[src/hw/cnn_post_pkg.sv]
/* Convolution post-processing types */
`default_nettype none

package cnn_post_pkg;

    localparam int ACC_W  = 20;  // accumulator sum width
    localparam int PIX_W  = 8;
    localparam int ADDR_W = 10;  // feature-map address width

    typedef logic signed [ACC_W-1:0] acc_t;
    typedef logic [PIX_W-1:0] pix_t;
    typedef logic [ADDR_W-1:0] addr_t;

    // one activated sample on its way into the pooling window
    typedef struct packed {
        logic  valid;
        logic  last;   // final sample of the frame
        pix_t  pix;
        addr_t addr;
    } act_beat_t;

    typedef struct packed {
        pix_t  pix;
        addr_t addr;   // address the window maximum came from
    } pool_pix_t;

endpackage

`default_nettype wire

[src/hw/relu_act.sv]
/* Requantizing ReLU stage */
`default_nettype none

module relu_act #(
    parameter int ACT_SHIFT = 6
) (
    input  wire logic                clk,
    input  wire logic                rst,
    input  wire logic                valid_i,
    input  wire logic                last_i,
    input  wire cnn_post_pkg::acc_t  data_i,
    input  wire cnn_post_pkg::addr_t addr_i,
    output cnn_post_pkg::act_beat_t  beat_o
);

    // largest sum that still fits a pixel after the shift
    localparam cnn_post_pkg::acc_t PIX_MAX =
        cnn_post_pkg::acc_t'((1 << cnn_post_pkg::PIX_W) - 1);

    cnn_post_pkg::acc_t  shifted;
    cnn_post_pkg::pix_t  pix_d;
    logic                valid_q;
    logic                last_q;
    cnn_post_pkg::pix_t  pix_q;
    cnn_post_pkg::addr_t addr_q;

    assign shifted = data_i >>> ACT_SHIFT;  // arithmetic, keeps the sign

    always_comb begin
        if (shifted[cnn_post_pkg::ACC_W-1]) begin
            pix_d = '0;  // relu
        end else if (shifted > PIX_MAX) begin
            pix_d = '1;  // saturate at 255
        end else begin
            pix_d = shifted[cnn_post_pkg::PIX_W-1:0];
        end
    end

    always_ff @(posedge clk) begin
        if (!rst) begin
            valid_q <= 1'b0;
        end else begin
            valid_q <= valid_i;
        end
    end

    always_ff @(posedge clk) begin
        last_q <= last_i;
        pix_q  <= pix_d;
        addr_q <= addr_i;
    end

    assign beat_o = '{valid: valid_q, last: last_q, pix: pix_q, addr: addr_q};

endmodule

`default_nettype wire

[src/hw/max_pool.sv]
/* 2x2 max pooling window */
`default_nettype none

module max_pool (
    input  wire logic                    clk,
    input  wire logic                    rst,
    input  wire cnn_post_pkg::act_beat_t beat_i,
    output logic                         pool_valid_o,
    output logic                         pool_last_o,
    output cnn_post_pkg::pool_pix_t      pool_pix_o
);

    // one-hot, each state names the beat the window waits for
    typedef enum logic [3:0] {
        S_IDLE   = 4'b0001,
        S_SECOND = 4'b0010,
        S_THIRD  = 4'b0100,
        S_FOURTH = 4'b1000
    } state_e;

    state_e              state_q;
    state_e              state_d;
    cnn_post_pkg::pix_t  max_q;
    cnn_post_pkg::addr_t max_addr_q;
    logic                last_q;
    logic                new_max;

    // strict compare so the earliest address wins a tie
    assign new_max = beat_i.pix > max_q;

    always_comb begin
        state_d = S_IDLE;  // a missing beat drops the partial window
        if (beat_i.valid) begin
            case (state_q)
                S_IDLE:   state_d = S_SECOND;
                S_SECOND: state_d = S_THIRD;
                S_THIRD:  state_d = S_FOURTH;
                default:  state_d = S_IDLE;  // fourth beat closes the window
            endcase
        end
    end

    always_ff @(posedge clk) begin
        if (!rst) begin
            state_q <= S_IDLE;
        end else begin
            state_q <= state_d;
        end
    end

    always_ff @(posedge clk) begin
        if (beat_i.valid) begin
            if (state_q == S_IDLE || new_max) begin
                max_q      <= beat_i.pix;
                max_addr_q <= beat_i.addr;
            end
            if (state_q == S_IDLE) begin
                last_q <= beat_i.last;  // first beat restarts the sticky flag
            end else begin
                last_q <= last_q | beat_i.last;
            end
        end
    end

    // result leaves in the same cycle as the fourth beat
    always_comb begin
        pool_valid_o = beat_i.valid && (state_q == S_FOURTH);
        pool_last_o  = pool_valid_o && (last_q || beat_i.last);
        if (new_max) begin
            pool_pix_o.pix  = beat_i.pix;
            pool_pix_o.addr = beat_i.addr;
        end else begin
            pool_pix_o.pix  = max_q;
            pool_pix_o.addr = max_addr_q;
        end
    end

    a_state_onehot: assert property (@(posedge clk) disable iff (!rst)
        $onehot(state_q))
        else $error("max_pool: window state left its legal encoding (%b)", state_q);

endmodule

`default_nettype wire

[src/hw/pool_result_buf.sv]
/* Pooled result buffer */
`default_nettype none

module pool_result_buf #(
    parameter int BUF_DEPTH = 64
) (
    input  wire logic                           clk,
    input  wire logic                           rst,
    input  wire logic                           start_i,
    input  wire logic                           wr_valid_i,
    input  wire logic                           wr_last_i,
    input  wire cnn_post_pkg::pool_pix_t        wr_pix_i,
    input  wire logic [$clog2(BUF_DEPTH)-1:0]   rd_idx_i,
    output cnn_post_pkg::pool_pix_t             rd_data_o,
    output logic [$clog2(BUF_DEPTH + 1)-1:0]    count_o,
    output logic                                done_o
);

    localparam int IDX_W = $clog2(BUF_DEPTH);
    localparam int CNT_W = $clog2(BUF_DEPTH + 1);

    cnn_post_pkg::pool_pix_t mem [BUF_DEPTH];
    logic [IDX_W-1:0]        wr_ptr_q;
    logic [CNT_W-1:0]        count_q;
    logic                    done_q;
    logic                    full;
    logic                    wr_en;

    assign full  = count_q == CNT_W'(BUF_DEPTH);
    assign wr_en = wr_valid_i && !full && !start_i;  // a new frame takes priority

    always_ff @(posedge clk) begin
        if (!rst) begin
            wr_ptr_q <= '0;
            count_q  <= '0;
            done_q   <= 1'b0;
        end else if (start_i) begin
            wr_ptr_q <= '0;
            count_q  <= '0;
            done_q   <= 1'b0;
        end else begin
            if (wr_en) begin
                wr_ptr_q <= wr_ptr_q + 1'b1;
                count_q  <= count_q + 1'b1;
            end
            // frame end is still flagged when its result is dropped on overflow
            if (wr_valid_i && wr_last_i) begin
                done_q <= 1'b1;
            end
        end
    end

    always_ff @(posedge clk) begin
        if (wr_en) begin
            mem[wr_ptr_q] <= wr_pix_i;
        end
    end

    always_ff @(posedge clk) begin
        rd_data_o <= mem[rd_idx_i];  // one cycle read latency
    end

    assign count_o = count_q;
    assign done_o  = done_q;

    a_no_overflow: assert property (@(posedge clk) disable iff (!rst)
        (wr_valid_i && !start_i) |-> !full)
        else $error("pool_result_buf: result written while full, count %0d", count_q);

endmodule

`default_nettype wire

[src/hw/cnn_post_top.sv]
/* Convolution post-processing top */
`default_nettype none

module cnn_post_top #(
    parameter int ACT_SHIFT = 6,
    parameter int BUF_DEPTH = 64
) (
    input  wire logic                         clk,
    input  wire logic                         rst,
    input  wire logic                         acc_valid_i,
    input  wire logic                         acc_last_i,
    input  wire cnn_post_pkg::acc_t           acc_data_i,
    input  wire cnn_post_pkg::addr_t          acc_addr_i,
    input  wire logic                         start_i,
    input  wire logic [$clog2(BUF_DEPTH)-1:0] rd_idx_i,
    output cnn_post_pkg::pool_pix_t           rd_data_o,
    output logic [$clog2(BUF_DEPTH + 1)-1:0]  count_o,
    output logic                              done_o
);

    cnn_post_pkg::act_beat_t act_beat;
    logic                    pool_valid;
    logic                    pool_last;
    cnn_post_pkg::pool_pix_t pool_pix;

    relu_act #(
        .ACT_SHIFT (ACT_SHIFT)
    ) u_act (
        .clk     (clk),
        .rst     (rst),
        .valid_i (acc_valid_i),
        .last_i  (acc_last_i),
        .data_i  (acc_data_i),
        .addr_i  (acc_addr_i),
        .beat_o  (act_beat)
    );

    // combinational from the fourth beat, so the write lands one edge after the input
    max_pool u_pool (
        .clk          (clk),
        .rst          (rst),
        .beat_i       (act_beat),
        .pool_valid_o (pool_valid),
        .pool_last_o  (pool_last),
        .pool_pix_o   (pool_pix)
    );

    pool_result_buf #(
        .BUF_DEPTH (BUF_DEPTH)
    ) u_buf (
        .clk        (clk),
        .rst        (rst),
        .start_i    (start_i),
        .wr_valid_i (pool_valid),
        .wr_last_i  (pool_last),
        .wr_pix_i   (pool_pix),
        .rd_idx_i   (rd_idx_i),
        .rd_data_o  (rd_data_o),
        .count_o    (count_o),
        .done_o     (done_o)
    );

endmodule

`default_nettype wire

[config.mk]
export PLATFORM = sky130hd
export DESIGN_NAME = cnn_post_top
export DESIGN_NICKNAME = d
export VERILOG_FILES = /design/src/hw/cnn_post_pkg.sv /design/src/hw/relu_act.sv /design/src/hw/max_pool.sv /design/src/hw/pool_result_buf.sv /design/src/hw/cnn_post_top.sv
export SDC_FILE = /design/constraint.sdc
export NUM_CORES = 1
export LEC_CHECK = 0
export BUFFER_PORTS_ARGS = -buffer_cell sky130_fd_sc_hd__buf_2
export CAP_MARGIN = 20
export CELL_PAD_IN_SITES_DETAIL_PLACEMENT = 1
export CELL_PAD_IN_SITES_GLOBAL_PLACEMENT = 1
export CORE_UTILIZATION = 40
export DETAILED_ROUTE_END_ITERATION = 10
export PLACE_DENSITY = 0.63
export RECOVER_POWER = 25
export SETUP_SLACK_MARGIN = 0.4
export SYNTH_ARGS = -nofsm -noshare
export SYNTH_HDL_FRONTEND = slang
export SYNTH_SLANG_ARGS = --single-unit
[constraint.sdc]
create_clock -name clk -period 4 [get_ports clk]
set_input_delay 0.6 -clock clk [delete_from_list [all_inputs] [get_ports clk]]
set_output_delay 0.6 -clock clk [all_outputs]
set_load 0.01 [all_outputs]
; Word level (Yosys, flattened, before mapping)
; Memories as Yosys holds them, arrays and structs flattened. A register that Yosys moved wholly into a read port is not among the register bits.
; Cells that the tools add are included.
[word_totals]
memories = 1
ff_bits = 57
output_inout_bits = 26
in_bits = 41
ram_bits = 1152
[op_classes]
n_mux = 6
magnitude_cmp = 2
n_reduce_logical = 12
eq_ne = 5
add_sub_neg = 2
bitwise = 2
[memory_table]
columns = name, depth, width, read_ports, rd_ports_with_merged_regs, wr, line_no
row1 = u_buf.mem, 64, 18, 1, 1, 1, pool_result_buf.sv:22  ; cnn_post_pkg::pool_pix_t mem [BUF_DEPTH];
[ops]
columns = cell, count
row1 = 18-bit two-way mux, 1
row2 = "14-bit by 9-bit > comparator with 1-bit output, second input constant", 1
row3 = 4-bit case mux with 3 select lines, 1
row4 = 8-bit > comparator, 1
row5 = 8-bit two-way mux, 1
row6 = "7-bit by 1-bit adder with 7-bit output, second input constant", 1
row7 = "7-bit equality test, second input constant", 1
row8 = "6-bit by 1-bit adder with 6-bit output, second input constant", 1
row9 = 1-bit logical AND, 5
row10 = "4-bit by 1-bit equality test with 1-bit output, second input constant", 1
row11 = "4-bit by 2-bit equality test with 1-bit output, second input constant", 1
row12 = "4-bit by 3-bit equality test with 1-bit output, second input constant", 1
row13 = "4-bit equality test, second input constant", 1
row14 = 2-bit AND reduction, 2
row15 = 1-bit two-way mux, 3
row16 = 1-bit logical NOT, 2
row17 = 1-bit logical OR, 2
row18 = 2-bit OR reduction, 1
row19 = 1-bit NOT, 1
row20 = 1-bit OR, 1

; Longest topological paths before layout
; Gate-level depths: netlist of run 1.
[logic_depth]
ltp_word = 6
mapped_depth = 10

; Modules after synthesis
; From an unflattened synthesis of run 1, not the netlist that was laid out.
[unflattened]
cells_unflattened = 2126
area_unflattened_um2 = 46847.4
[modules_own_cells]
columns = module, cells_per_inst, area_each_um2, instances
row1 = pool_result_buf, 2002, 45109.5, 1
row2 = max_pool, 82, 1217.4, 1
row3 = relu_act, 42, 520.5, 1

; Worst setup path before layout of run 1
; OpenSTA, ideal clock, no wires.
[synth_timing]
path_type = register -> register
from = register u_buf.count_q[0] (netlist: u_buf.count_o[0])
to = memory u_buf.mem[25][0] in the netlist's numbering (enable)
setup_ns = 0.393
arrival_time_ns = 2.553
n_path_buf = 1
path_stages_with_launch = 9
slack_ns = 1.055
cell_sequence = dfxtp_1 -> inv_1 -> ha_1 -> nor4b_1 -> nand3_1 -> nand3b_1 -> or4b_1 -> buf_2 -> nor2_1
[synth_between]
elab_chain_len = 6
[synth_rtl]
columns = item, line_no
row1 = "start, declared", pool_result_buf.sv:24  ; logic [CNT_W-1:0] count_q;
row2 = "start signal, assigned", pool_result_buf.sv:44  ; count_q <= count_q + 1'b1;
row3 = 7-bit equality test, pool_result_buf.sv:29  ; assign full = count_q == CNT_W'(BUF_DEPTH);
row4 = 1-bit logical NOT, pool_result_buf.sv:30  ; assign wr_en = wr_valid_i && !full && !start_i;
row5 = 1-bit logical AND (2 in a row), pool_result_buf.sv:30
row6 = 1-bit two-way mux, pool_result_buf.sv:54  ; if (wr_en) begin
row7 = 1-bit two-way mux (not written as such), pool_result_buf.sv:55  ; mem[wr_ptr_q] <= wr_pix_i;
row8 = "end, declared", pool_result_buf.sv:22
; Every way passes these cells.

==> results.py, run 1 <==
metrics = {
    "global_route": {
        "grtUsageTotal": 0.208,
        "antenna_found_initial": 8,
        "grt_pass1_wl_um": 175000,
        "grt_start_max_net_pins": 65,
        "grt_pass1_vias": 24877,
        "overflow": 0,
    },
    "floorplan": {
        "io_pins": 67,
        "coreArea_sq_mm": 0.116,
        "chipHeight_um": 345,
        "dieArea_sq_mm": 0.119,
        "die_w_um": 345,
        "rows": 125,
        "start_util": 0.404,
    },
    "worst_setup_path": {
        "worst-path-max-fanout": 64,
        "start_kind": "register",
        "cp.arrival_ns": 3.68,
        "worstPathRequired_ns": 4.24,
        "cp-end-kind": "register",
        "r2r-end": "u_buf.mem[17][4]",
        "reg2reg_slack_ns": 0.56,
        "rr_worst_depth": 9,
        "regToRegStartpoint": "u_pool.max_q[2]",
        "critPathKind": "register to register",
    },
    "outcome": {
        "outcome": "finished clean",
    },
    "synth": {
        "ys_ff_latch": 1227,
        "synthArstFlopShare": 0,
        "syn-cell-area_sq_mm": 0.0470,
        "ys.flop_type": "edfxtp_1",
        "synth_warnings": 0,
        "syn_nets": 2316,
        "avgSynthCellArea_sq_um": 20.8,
        "synth_edf_count": 1171,
        "ys_seq_area_frac": 0.771,
        "synth_cells": 2264,
        "yosysUniqueCellTypes": 55,
    },
    "sta": {
        "timing.fmax_ghz": 0.291,
        "setup_violations": 0,
        "hold_violations": 0,
        "slew_headroom": 0.0416,
        "worst_pin_slew_ns": 1.44,
        "clock_skew_ns": 0.0221,
        "fin_crit_sh": 0.860,
        "report.final.slew_viol_count": 0,
        "layout_min_cycle_time_ns": 3.44,
        "rsz0062_at_grt": "false",
        "timing.setup.tns_ns": 0,
    },
    "drt": {
        "ant_nets": 0,
        "first_pass_iters": 5,
        "routed_wirelength_um": 122000,
        "dr_total_vias": 23413,
        "route.detailed.drc": 0,
        "avgViaCountPerCell": 5.69,
        "drt_iter0_drc": 2352,
        "wl_per_cell_um": 29.7,
    },
    "placement": {
        "globalplace.congestion": 0.811,
        "portBuffers": 60,
        "dp_hpwl_um": 72000,
    },
    "finish": {
        "multi_input_area_sq_mm": 0.0101,
        "finish.utilization": 0.466,
        "drive_above_1_share": 0.281,
        "layout.nets": 2541,
        "fillers": 10754,
        "syn_to_final_growth_pct": 15.3,
        "seqCellArea_sq_mm": 0.0363,
    },
    "hold_path": {
        "hold_end": "u_act.valid_q",
        "hold_start": "acc_valid_i",
        "min_path_type": "input port to register",
        "whs_path_depth": 2,
    },
    "clock_tree": {
        "cts-resized-gates": 0,
        "cts_buffers": 131,
        "clk_pin_slew_ns": 0.05,
        "cts_tree": "built",
        "cts.htree.levels": 4,
        "root_buffer": "clkbuf_16",
        "clock_latency_ns": 0.73,
        "clock_tree.buffer_depth": 3,
        "clock_sinks": 1227,
    },
    "power_and_ir_drop": {
        "p_leak_uw": 0.0172,
        "powerDensity_mw_per_mm2": 515,
        "p_total_uw": 28000,
        "ir_drop_mv": 0.367,
    },
    "job": {
        "cap_violations": 0,
    },
}
## power by group
| group | leakage, uW | internal (uW) | switching [uW] |
|---|---|---|---|
| clock | 0.00210 | 7200 | 4850 |
| combinational | 0.00414 | 485 | 1040 |
| sequential | 0.0110 | 14300 | 48.5 |
## cell type report
type                    count  area share
flip-flops and latches   1227       0.669
multi-input cells         888       0.185
clock buffers             176      0.0683
well taps                1524      0.0351
repair buffers            222      0.0306
clock inverters            60      0.0105
inverters                  19     0.00131
diodes                      1   0.0000461
## worst max-delay path, stage by stage, from the launching register on
cell and delay, ns:
edfxtp_1 0.34, inv_1 0.05, ha_1 0.30, a21oi_1 0.07, o22ai_1 0.16, o21ai_0 0.09, a32oi_1 0.60, buf_4 0.34
mux2_2 0.35, clkbuf_4 0.56
## kinds of logic (layout without fill, tap and decap cells)
group                    after synthesis  after routing  synth area share
flip-flops                          1227           1227             0.771
multiplexers                         402            402             0.150
AND/OR/NAND/NOR                      237            237            0.0247
AO/OA/AOI/OAI                        234            234            0.0346
buffers and inverters                149            477            0.0160
adder cells (fa/ha/maj)               11             11           0.00293
XOR/XNOR                               4              4          0.000745
other                                  0              1                 0
## routing by layer
layer,track usage,vias to the layer above,part of all wire
li1,-,9861,-
met1,0.288,12643,0.43
met2,0.334,754,0.49
met3,0.0400,151,0.059
met4,0.0619,4,0.021
met5,0,-,0.00024
## timing repair
action / in CTS / in global routing
setup buffers: 0 / 0
endpoints found under the hold margin: 11 / 0
hold buffers: 11 / 0
## worst max-delay path by stage
stage	startpoint	end	depth (start not counted)
after floorplan	u_buf.count_o[0]	u_buf.mem[25][0]	8
after global placement	rd_idx_i[1]	u_buf.rd_data_o[15]	8
after detailed placement	rd_idx_i[1]	u_buf.rd_data_o[15]	8
after CTS	u_buf.count_o[0]	u_buf.mem[50][1]	8
after global routing	u_pool.max_q[2]	u_buf.mem[17][4]	9
final	u_pool.max_q[2]	u_buf.mem[17][4]	9
## through the flow
step,hold slack [ns],instances,instance area [sq um],setup slack (ns)
6_report,0.0842,4117,54300,0.561
3_5_place_dp,0.416,3869,50000,0.447
3_3_place_gp,0.418,3869,50000,0.509
4_1_cts,0.0314,4116,54400,0.824
5_1_grt,0.0755,4116,54300,0.350
2_1_floorplan,0.403,2264,47000,1.05
## cells in the mapped netlist, types with 4 or more instances
cell / instances / area [sq um]
a211oi_1: 60 / 450
nand2_1: 57 / 214
clkbuf_1: 31 / 116
mux2_2: 115 / 1290
or4_1: 4 / 30.0
o22ai_1: 43 / 269
nor4_1: 14 / 87.6
buf_4: 19 / 143
buf_1: 9 / 33.8
buf_6: 5 / 56.3
nand3_1: 11 / 55.1
a22oi_1: 33 / 248
a221o_1: 5 / 50.1
nor2b_1: 9 / 56.3
buf_2: 64 / 320
or3_1: 10 / 62.6
a311oi_1: 11 / 96.3
inv_1: 18 / 67.6
a21oi_1: 47 / 235
and3_1: 14 / 87.6
o21ai_0: 9 / 45.0
nand2b_1: 5 / 31.3
mux2i_1: 57 / 571
ha_1: 11 / 138
edfxtp_1: 1171 / 35200
nor2_1: 89 / 334
a221oi_1: 10 / 87.6
dfxtp_1: 56 / 1120
mux4_2: 230 / 5180
## cells in the final DEF, fill, tap and decap left out, drive strengths merged, types with 14 or more instances in the layout
cell    instances
edfxtp       1171
mux4          230
clkbuf        220
buf           167
mux2          115
nor2           91
a211oi         60
nand2          57
mux2i          57
dfxtp          56
a21oi          47
clkinv         44
o22ai          43
a22oi          33
inv            23
nor4           15
and3           14
## state kept, by name, summed over array words and instances (netlist names)
register           cells
u_buf.mem           1152
u_buf.rd_data_o       18
u_act.addr_q          10
u_pool.max_addr_q     10
u_act.pix_q            8
u_pool.max_q           8
u_buf.count_o          7
u_buf.wr_ptr_q         6
u_pool.state_q         4
u_act.last_q           1
u_act.valid_q          1
u_buf.done_o           1
u_pool.last_q          1
No activity file was read; power rests on OpenSTA's default activity.
==> run 2, diff against run 1 <==
Settings changed: CAP_MARGIN 20 to 0, CORE_UTILIZATION 40 to 30, PLACE_DENSITY 0.63 to 0.53.
Clock period 4 ns to 3.1 ns, I/O delays scaled along.
==> run 2 against run 1 <==
- setup slack got worse by 0.35 ns
- largest cell class unchanged
- critical path depth down 1
- clock skew rose by 0.0046 ns
- total power grew 30%
- register-to-register slack worse by 0.24 ns
- cell count grew 15%
- non-clock buffer count up 113
- combinational power up 43%
- count of clock-buffer cells in the layout rose by 8
==> results.py, run 2 (synthesis gave the netlist of run 1 again) <==
metrics = {
    "finish": {
        "final_cell_mix": "edfxtp_1 (1171), mux4_2 (230), clkbuf_16 (139)",
        "fin_cells": 4755,
        "drive_above_1_share": 0.314,
        "final_common_cell": "edfxtp_1",
        "layout.nets": 2656,
        "largest_reg_flops": 1152,
        "largest-register": "u_buf.mem",
        "syn_to_final_growth_pct": 21.0,
        "reg_top3": "u_buf.mem x1152, u_buf.rd_data_o x18",
        "stdcell_area_sq_mm": 0.0569,
    },
    "drt": {
        "drt_iter0_drc": 1960,
        "routed_wirelength_um": 130000,
        "route.detailed.drc": 0,
        "first_pass_iters": 5,
        "dr_total_vias": 23797,
        "avgViaCountPerCell": 5.00,
        "wl_per_cell_um": 27.3,
        "ant_nets": 0,
    },
    "sta": {
        "slew_headroom": 0.190,
        "layout_min_cycle_time_ns": 2.89,
        "report.final.slew_viol_count": 0,
        "fin_crit_sh": 0.934,
        "timing.fmax_ghz": 0.346,
        "hold_violations": 0,
        "timing.setup.tns_ns": 0,
        "rsz0062_at_grt": "true",
        "worst_pin_slew_ns": 1.21,
        "setup_violations": 0,
        "clock_skew_ns": 0.0266,
    },
    "floorplan": {
        "dieArea_sq_mm": 0.158,
        "io_pins": 67,
        "coreArea_sq_mm": 0.155,
        "chipHeight_um": 398,
        "die_w_um": 398,
        "rows": 144,
        "start_util": 0.304,
    },
    "global_route": {
        "grt_start_max_net_pins": 65,
        "antenna_found_initial": 7,
        "grt_pass1_vias": 25411,
        "grtUsageTotal": 0.164,
        "overflow": 0,
        "grt_pass1_wl_um": 185000,
    },
    "clock_tree": {
        "clock_sinks": 1227,
        "clock_tree.buffer_depth": 3,
        "clock_latency_ns": 0.76,
        "cts_buffers": 133,
        "root_buffer": "clkbuf_16",
        "clk_pin_slew_ns": 0.06,
        "cts.htree.levels": 4,
        "cts_tree": "built",
    },
    "worst_setup_path": {
        "critPathKind": "input port to register",
        "worstPathRequired_ns": 3.65,
        "start_kind": "input port",
        "cp.arrival_ns": 3.45,
        "worst-path-max-fanout": 18,
        "cp-end-kind": "register",
    },
    "placement": {
        "globalplace.congestion": 0.813,
        "portBuffers": 60,
        "dpl-instance-area_sq_mm": 0.0523,
        "placed_cells": 4467,
        "dp_hpwl_um": 77400,
    },
    "job": {
        "cap_violations": 0,
    },
    "power_and_ir_drop": {
        "ir_drop_mv": 0.495,
        "powerDensity_mw_per_mm2": 638,
        "p_leak_uw": 0.0181,
    },
    "outcome": {
        "outcome": "finished clean",
    },
    "hold_path": {
        "min_path_type": "input port to register",
    },
}
==> run 2: cell types whose count changed in the layout (fill, tap and decap cells not counted), moves of 3 or more <==
| cell | before | now |
|---|---|---|
| buf_12 | 14 | 89 |
| dlygate4sd3_1 | 11 | 28 |
| buf_6 | 0 | 15 |
| clkinv_1 | 23 | 9 |
| nor2_1 | 65 | 56 |
| nor2_2 | 25 | 33 |
| clkbuf_1 | 67 | 71 |
| clkbuf_8 | 7 | 10 |
| clkinv_2 | 20 | 23 |
| clkinv_8 | 0 | 3 |
| inv_6 | 4 | 7 |
==> run 2: power breakdown <==
part | total (uW) | internal, uW | switching (uW)
Combinational | 2190 | 759 | 1440
Sequential | 18600 | 18500 | 73.7
Clock | 15600 | 9160 | 6400
==> run 2: worst max-delay path, cell delays in order <==
cell,delay [ns]
buf_8,0.26
clkbuf_2,0.51
nor2_1,0.18
clkbuf_1,0.41
a211oi_1,0.36
a211oi_1,0.11
buf_4,0.18
nor4_1,0.90
==> run 2: final cells by class <==
cell class / count / area, sq um
Sequential cell: 1227 / 36300
Clock buffer: 184 / 3720
Timing Repair Buffer: 335 / 3620
Antenna cell: 3 / 7.51
Fill cell: 15084 / 98000
Inverter: 19 / 71.3
Tap cell: 2044 / 2560
Multi-Input combinational cell: 888 / 10100
Clock inverter: 55 / 566
==> run 2: routing by layer <==
| metal | GRT usage | part of all wire |
|---|---|---|
| met1 | 0.222 | 0.44 |
| met2 | 0.273 | 0.49 |
| met3 | 0.0263 | 0.043 |
| met4 | 0.0433 | 0.019 |
| met5 | 0 | 0.00012 |
==> run 2: worst paths after layout <==
| kind | to | slack [ns] | startpoint | cells after the start |
|---|---|---|---|---|
| max reg2reg | u_buf.mem[60][17] | 0.32 | u_act.valid_q | 7 |
| min reg2reg | u_pool.max_addr_q[9] | 0.43 | u_act.addr_q[9] | 0 |
| min | u_buf.count_o[3] | 0.15 | start_i | 4 |
| max | u_buf.rd_data_o[12] | 0.21 | rd_idx_i[0] | 8 |
==> run 2: through the flow <==
stage / util / power [uW] / hold slack, ns / setup WS [ns]
floorplan: - / 20000 / 0.403 / 0.155
global placement: 0.337 / 21100 / 0.417 / 0.0697
detailed placement: 0.337 / 21100 / 0.421 / 0.0790
CTS: 0.368 / 36700 / 0.0872 / 0.405
global route: 0.367 / 37400 / 0.176 / 0.195
finish: 0.367 / 36300 / 0.146 / 0.206
==> run 2: timing repair <==
action / in CTS / in global routing
hold endpoints to repair: 23 / 0
endpoints found under the setup margin: 906 / 697
gates resized for setup: 14 / 16
hold buffers: 28 / 0
setup buffers: 14 / 1
gates cloned: 1 / 2
pin swaps: 2 / 3
==> run 3, diff against run 2 <==
Settings changed: ABC_AREA set to 1, CELL_PAD_IN_SITES_DETAIL_PLACEMENT 1 to unset, CELL_PAD_IN_SITES_GLOBAL_PLACEMENT 1 to unset, PLACE_DENSITY 0.53 to 0.48.
==> run 3 against run 2 <==
- the run now ends with max-capacitance violations, max-slew violations left
- setup slack better by 0.035 ns
- synthesized cell count increased by 86%
- register-to-register slack got worse by 0.08 ns
- sequential cell count did not move
- utilization shrank 1.4 points
- hold slack lost 0.088 ns
- fmax rose by 1.2%
- total power grew 1.9%
- first-iteration DRC count is 42% higher
- routed wire length grew 13%
- cell area rose by 2.2%
- critical path type is now register to register
- critical endpoint is now u_buf.mem[31][9]
- largest power group unchanged
- highest routed layer is now met4
==> results.py, run 3 <==
metrics = {
    "outcome": {
        "outcome": "complete, but fails checks",
        "violations": "max-capacitance violations, max-slew violations",
    },
    "clock_tree": {
        "clock_tree.buffer_depth": 3,
        "cts_tree": "built",
        "cts_buffers": 132,
        "clk_pin_slew_ns": 0.06,
        "clock_latency_ns": 0.77,
        "root_buffer": "clkbuf_16",
        "cts.htree.levels": 4,
        "clock_sinks": 1227,
    },
    "finish": {
        "largest-register": "u_buf.mem",
        "stdcell_area_sq_mm": 0.0582,
        "final_cell_mix": "nand2_1 (1511), edfxtp_1 (1171), nand3_1 (986)",
        "fillers": 16220,
        "diodes": 0,
        "drive_above_1_share": 0.108,
        "largest_reg_flops": 1152,
        "syn_to_final_growth_pct": 17.0,
        "seqCellArea_sq_mm": 0.0363,
        "final_common_cell": "nand2_1",
        "multi_input_area_sq_mm": 0.0120,
        "reg_top3": "u_buf.mem x1152, u_buf.rd_data_o x18",
        "fin_cells": 6658,
        "layout.nets": 4425,
    },
    "power_and_ir_drop": {
        "seqPwrFrac": 0.503,
        "swShare": 0.237,
        "ir_drop_mv": 0.617,
        "p_clk_frac": 0.415,
        "p_total_uw": 37000,
        "p_int_uw": 28200,
        "powerDensity_mw_per_mm2": 636,
        "switchingPower_uw": 8770,
        "p_leak_uw": 0.0208,
        "combPwrFrac": 0.082,
    },
    "worst_setup_path": {
        "worst-path-max-fanout": 18,
        "crit_buf_inv": 2,
        "worstPathRequired_ns": 3.50,
        "reg2reg_slack_ns": 0.24,
        "slowest_delay_ns": 0.57,
        "r2r-end": "u_buf.mem[31][9]",
        "rr_worst_depth": 8,
        "crit_path_top_delay_cell": "buf_2",
        "worstPathCellList": "inv_1 -> ha_1 -> nand3_1 -> nand3_4 -> nor2_8 -> nand2_1 -> nor2_2 -> buf_2",
        "cp-end-kind": "register",
        "start_kind": "register",
        "critPathKind": "register to register",
        "cp_top_family": "simple AND/OR/NAND/NOR gates",
        "regToRegStartpoint": "u_buf.count_o[0]",
        "cp.arrival_ns": 3.25,
    },
    "global_route": {
        "grtUsageTotal": 0.165,
        "use_met3": 0.0367,
        "grt_busiest_layer": "met2",
        "grt_pass1_wl_um": 204000,
        "grt_pass1_vias": 30072,
        "gr-usage-met1": 0.221,
        "grt_start_max_net_pins": 130,
        "overflow": 0,
        "antenna_found_initial": 6,
        "met2_usage": 0.261,
    },
    "drt": {
        "avgViaCountPerCell": 4.83,
        "dr_total_vias": 32143,
        "drt_iter0_drc": 2780,
        "first_pass_iters": 5,
        "route.detailed.drc": 0,
        "ant_nets": 0,
        "wl_per_cell_um": 22.1,
        "routed_wirelength_um": 147000,
    },
    "sta": {
        "setup_violations": 0,
        "fin_crit_sh": 0.922,
        "timing.setup.tns_ns": 0,
        "slew_headroom": -0.0519,
        "hold_violations": 0,
        "timing.fmax_ghz": 0.350,
        "clock_skew_ns": 0.0287,
        "holdWs_ns": 0.0574,
        "report.final.slew_viol_count": 32,
        "rsz0062_at_grt": "true",
        "worst_pin_slew_ns": 1.58,
        "layout_min_cycle_time_ns": 2.86,
    },
    "placement": {
        "globalplace.congestion": 0.886,
        "portBuffers": 60,
        "placed_cells": 6368,
        "dp_hpwl_um": 76600,
        "dpl-instance-area_sq_mm": 0.0536,
    },
    "floorplan": {
        "io_pins": 67,
        "coreArea_sq_mm": 0.165,
        "start_util": 0.302,
        "chipHeight_um": 409,
        "die_w_um": 409,
        "rows": 149,
        "dieArea_sq_mm": 0.167,
    },
    "synth": {
        "synth_edf_count": 1171,
        "synthTopCellsByCount": "nand2_1 (1513), edfxtp_1 (1171), nand3_1 (986), buf_2 (123), nor2_1 (73)",
        "avgSynthCellArea_sq_um": 11.8,
        "synth_most_common_cell": "nand2_1",
        "synth_cells": 4203,
        "synthArstFlopShare": 0,
        "ys_ff_latch": 1227,
        "synth_warnings": 0,
        "syn-cell-area_sq_mm": 0.0497,
        "ys_seq_area_frac": 0.729,
        "syn_nets": 4255,
        "yosys-top-cells-area": "edfxtp_1 (71%), nand2_1 (11%), nand3_1 (9.9%), dfxtp_1 (2.3%), buf_2 (1.2%)",
        "yosysUniqueCellTypes": 34,
        "yosys.area.top_type": "edfxtp_1",
        "ys.flop_type": "edfxtp_1",
        "synth.top_cell.area_share": 0.707,
    },
    "job": {
        "cap_violations": 1,
    },
    "hold_path": {
        "min_path_type": "input port to register",
        "hold_end": "u_act.pix_q[2]",
        "hold_start": "acc_data_i[8]",
        "whs_path_depth": 3,
    },
}
## run 3: final cells by class
type                       count  share of cell area
multi-input combinational   2669               0.206
clock inverter                60             0.00942
sequential                  1227               0.624
clock buffer                 170              0.0616
timing repair buffer         282              0.0479
inverter                      61             0.00469
tap                         2189              0.0471
## run 3: worst max-delay path by stage
stage | end | startpoint | cells after the start | slack, ns
6_report | u_buf.mem[31][9] | u_buf.count_o[0] | 8 | 0.24
5_1_grt | u_buf.mem[31][6] | u_act.valid_q | 7 | 0.14
4_1_cts | u_buf.mem[44][9] | u_pool.max_q[3] | 10 | 0.39
3_5_place_dp | u_buf.mem[53][3] | u_pool.max_q[7] | 11 | 0.18
3_3_place_gp | u_buf.mem[52][3] | u_pool.max_q[7] | 11 | 0.14
2_1_floorplan | u_buf.mem[0][10] | u_pool.max_q[3] | 9 | -0.34
## run 3: timing repair
item,4_1_cts,5_1_grt
setup endpoints to repair,545,527
gates resized for setup,1,14
buffers inserted,3,15
hold buffers,24,0
pin swaps,1,8
hold endpoints to repair,23,0
cloned,0,18
## run 3: power by group through the flow
stage	registers [uW]	logic, uW	clock network (uW)
6_report	18600	3040	15300
3_3_place_gp	19000	2740	0
4_1_cts	18600	2790	15700
2_1_floorplan	19000	1450	0
3_5_place_dp	19000	2760	0
5_1_grt	18600	3270	16300
## run 3: tightest hold or removal path, delay by kind of cell
kind                   cells  cell delay [ns]
AO/OA/AOI/OAI              1             0.09
buffers and inverters      2             0.19
## run 3: cells by family after synthesis
| group | share of synthesized area |
|---|---|
| and+or+nand+nor | 0.224 |
| DFF | 0.729 |
| buffers and inverters | 0.0370 |
| AOI/OAI and AO/OA | 0.00546 |
| adders and majority gates | 0.00277 |
| xor gates and xnor gates | 0.00106 |
## run 3: per-stage QoR
| step | util | setup slack (ns) |
|---|---|---|
| detailed placement | 0.325 | 0.177 |
| floorplan | - | -0.342 |
| finish | 0.353 | 0.241 |
| global route | 0.353 | 0.143 |
| CTS | 0.352 | 0.386 |
| global placement | 0.325 | 0.137 |
## run 3: metal layers
metal / up-vias / part of all wire
li1: 15084 / -
met1: 15967 / 0.44
met2: 876 / 0.47
met3: 216 / 0.061
met4: 0 / 0.032
met5: - / 0
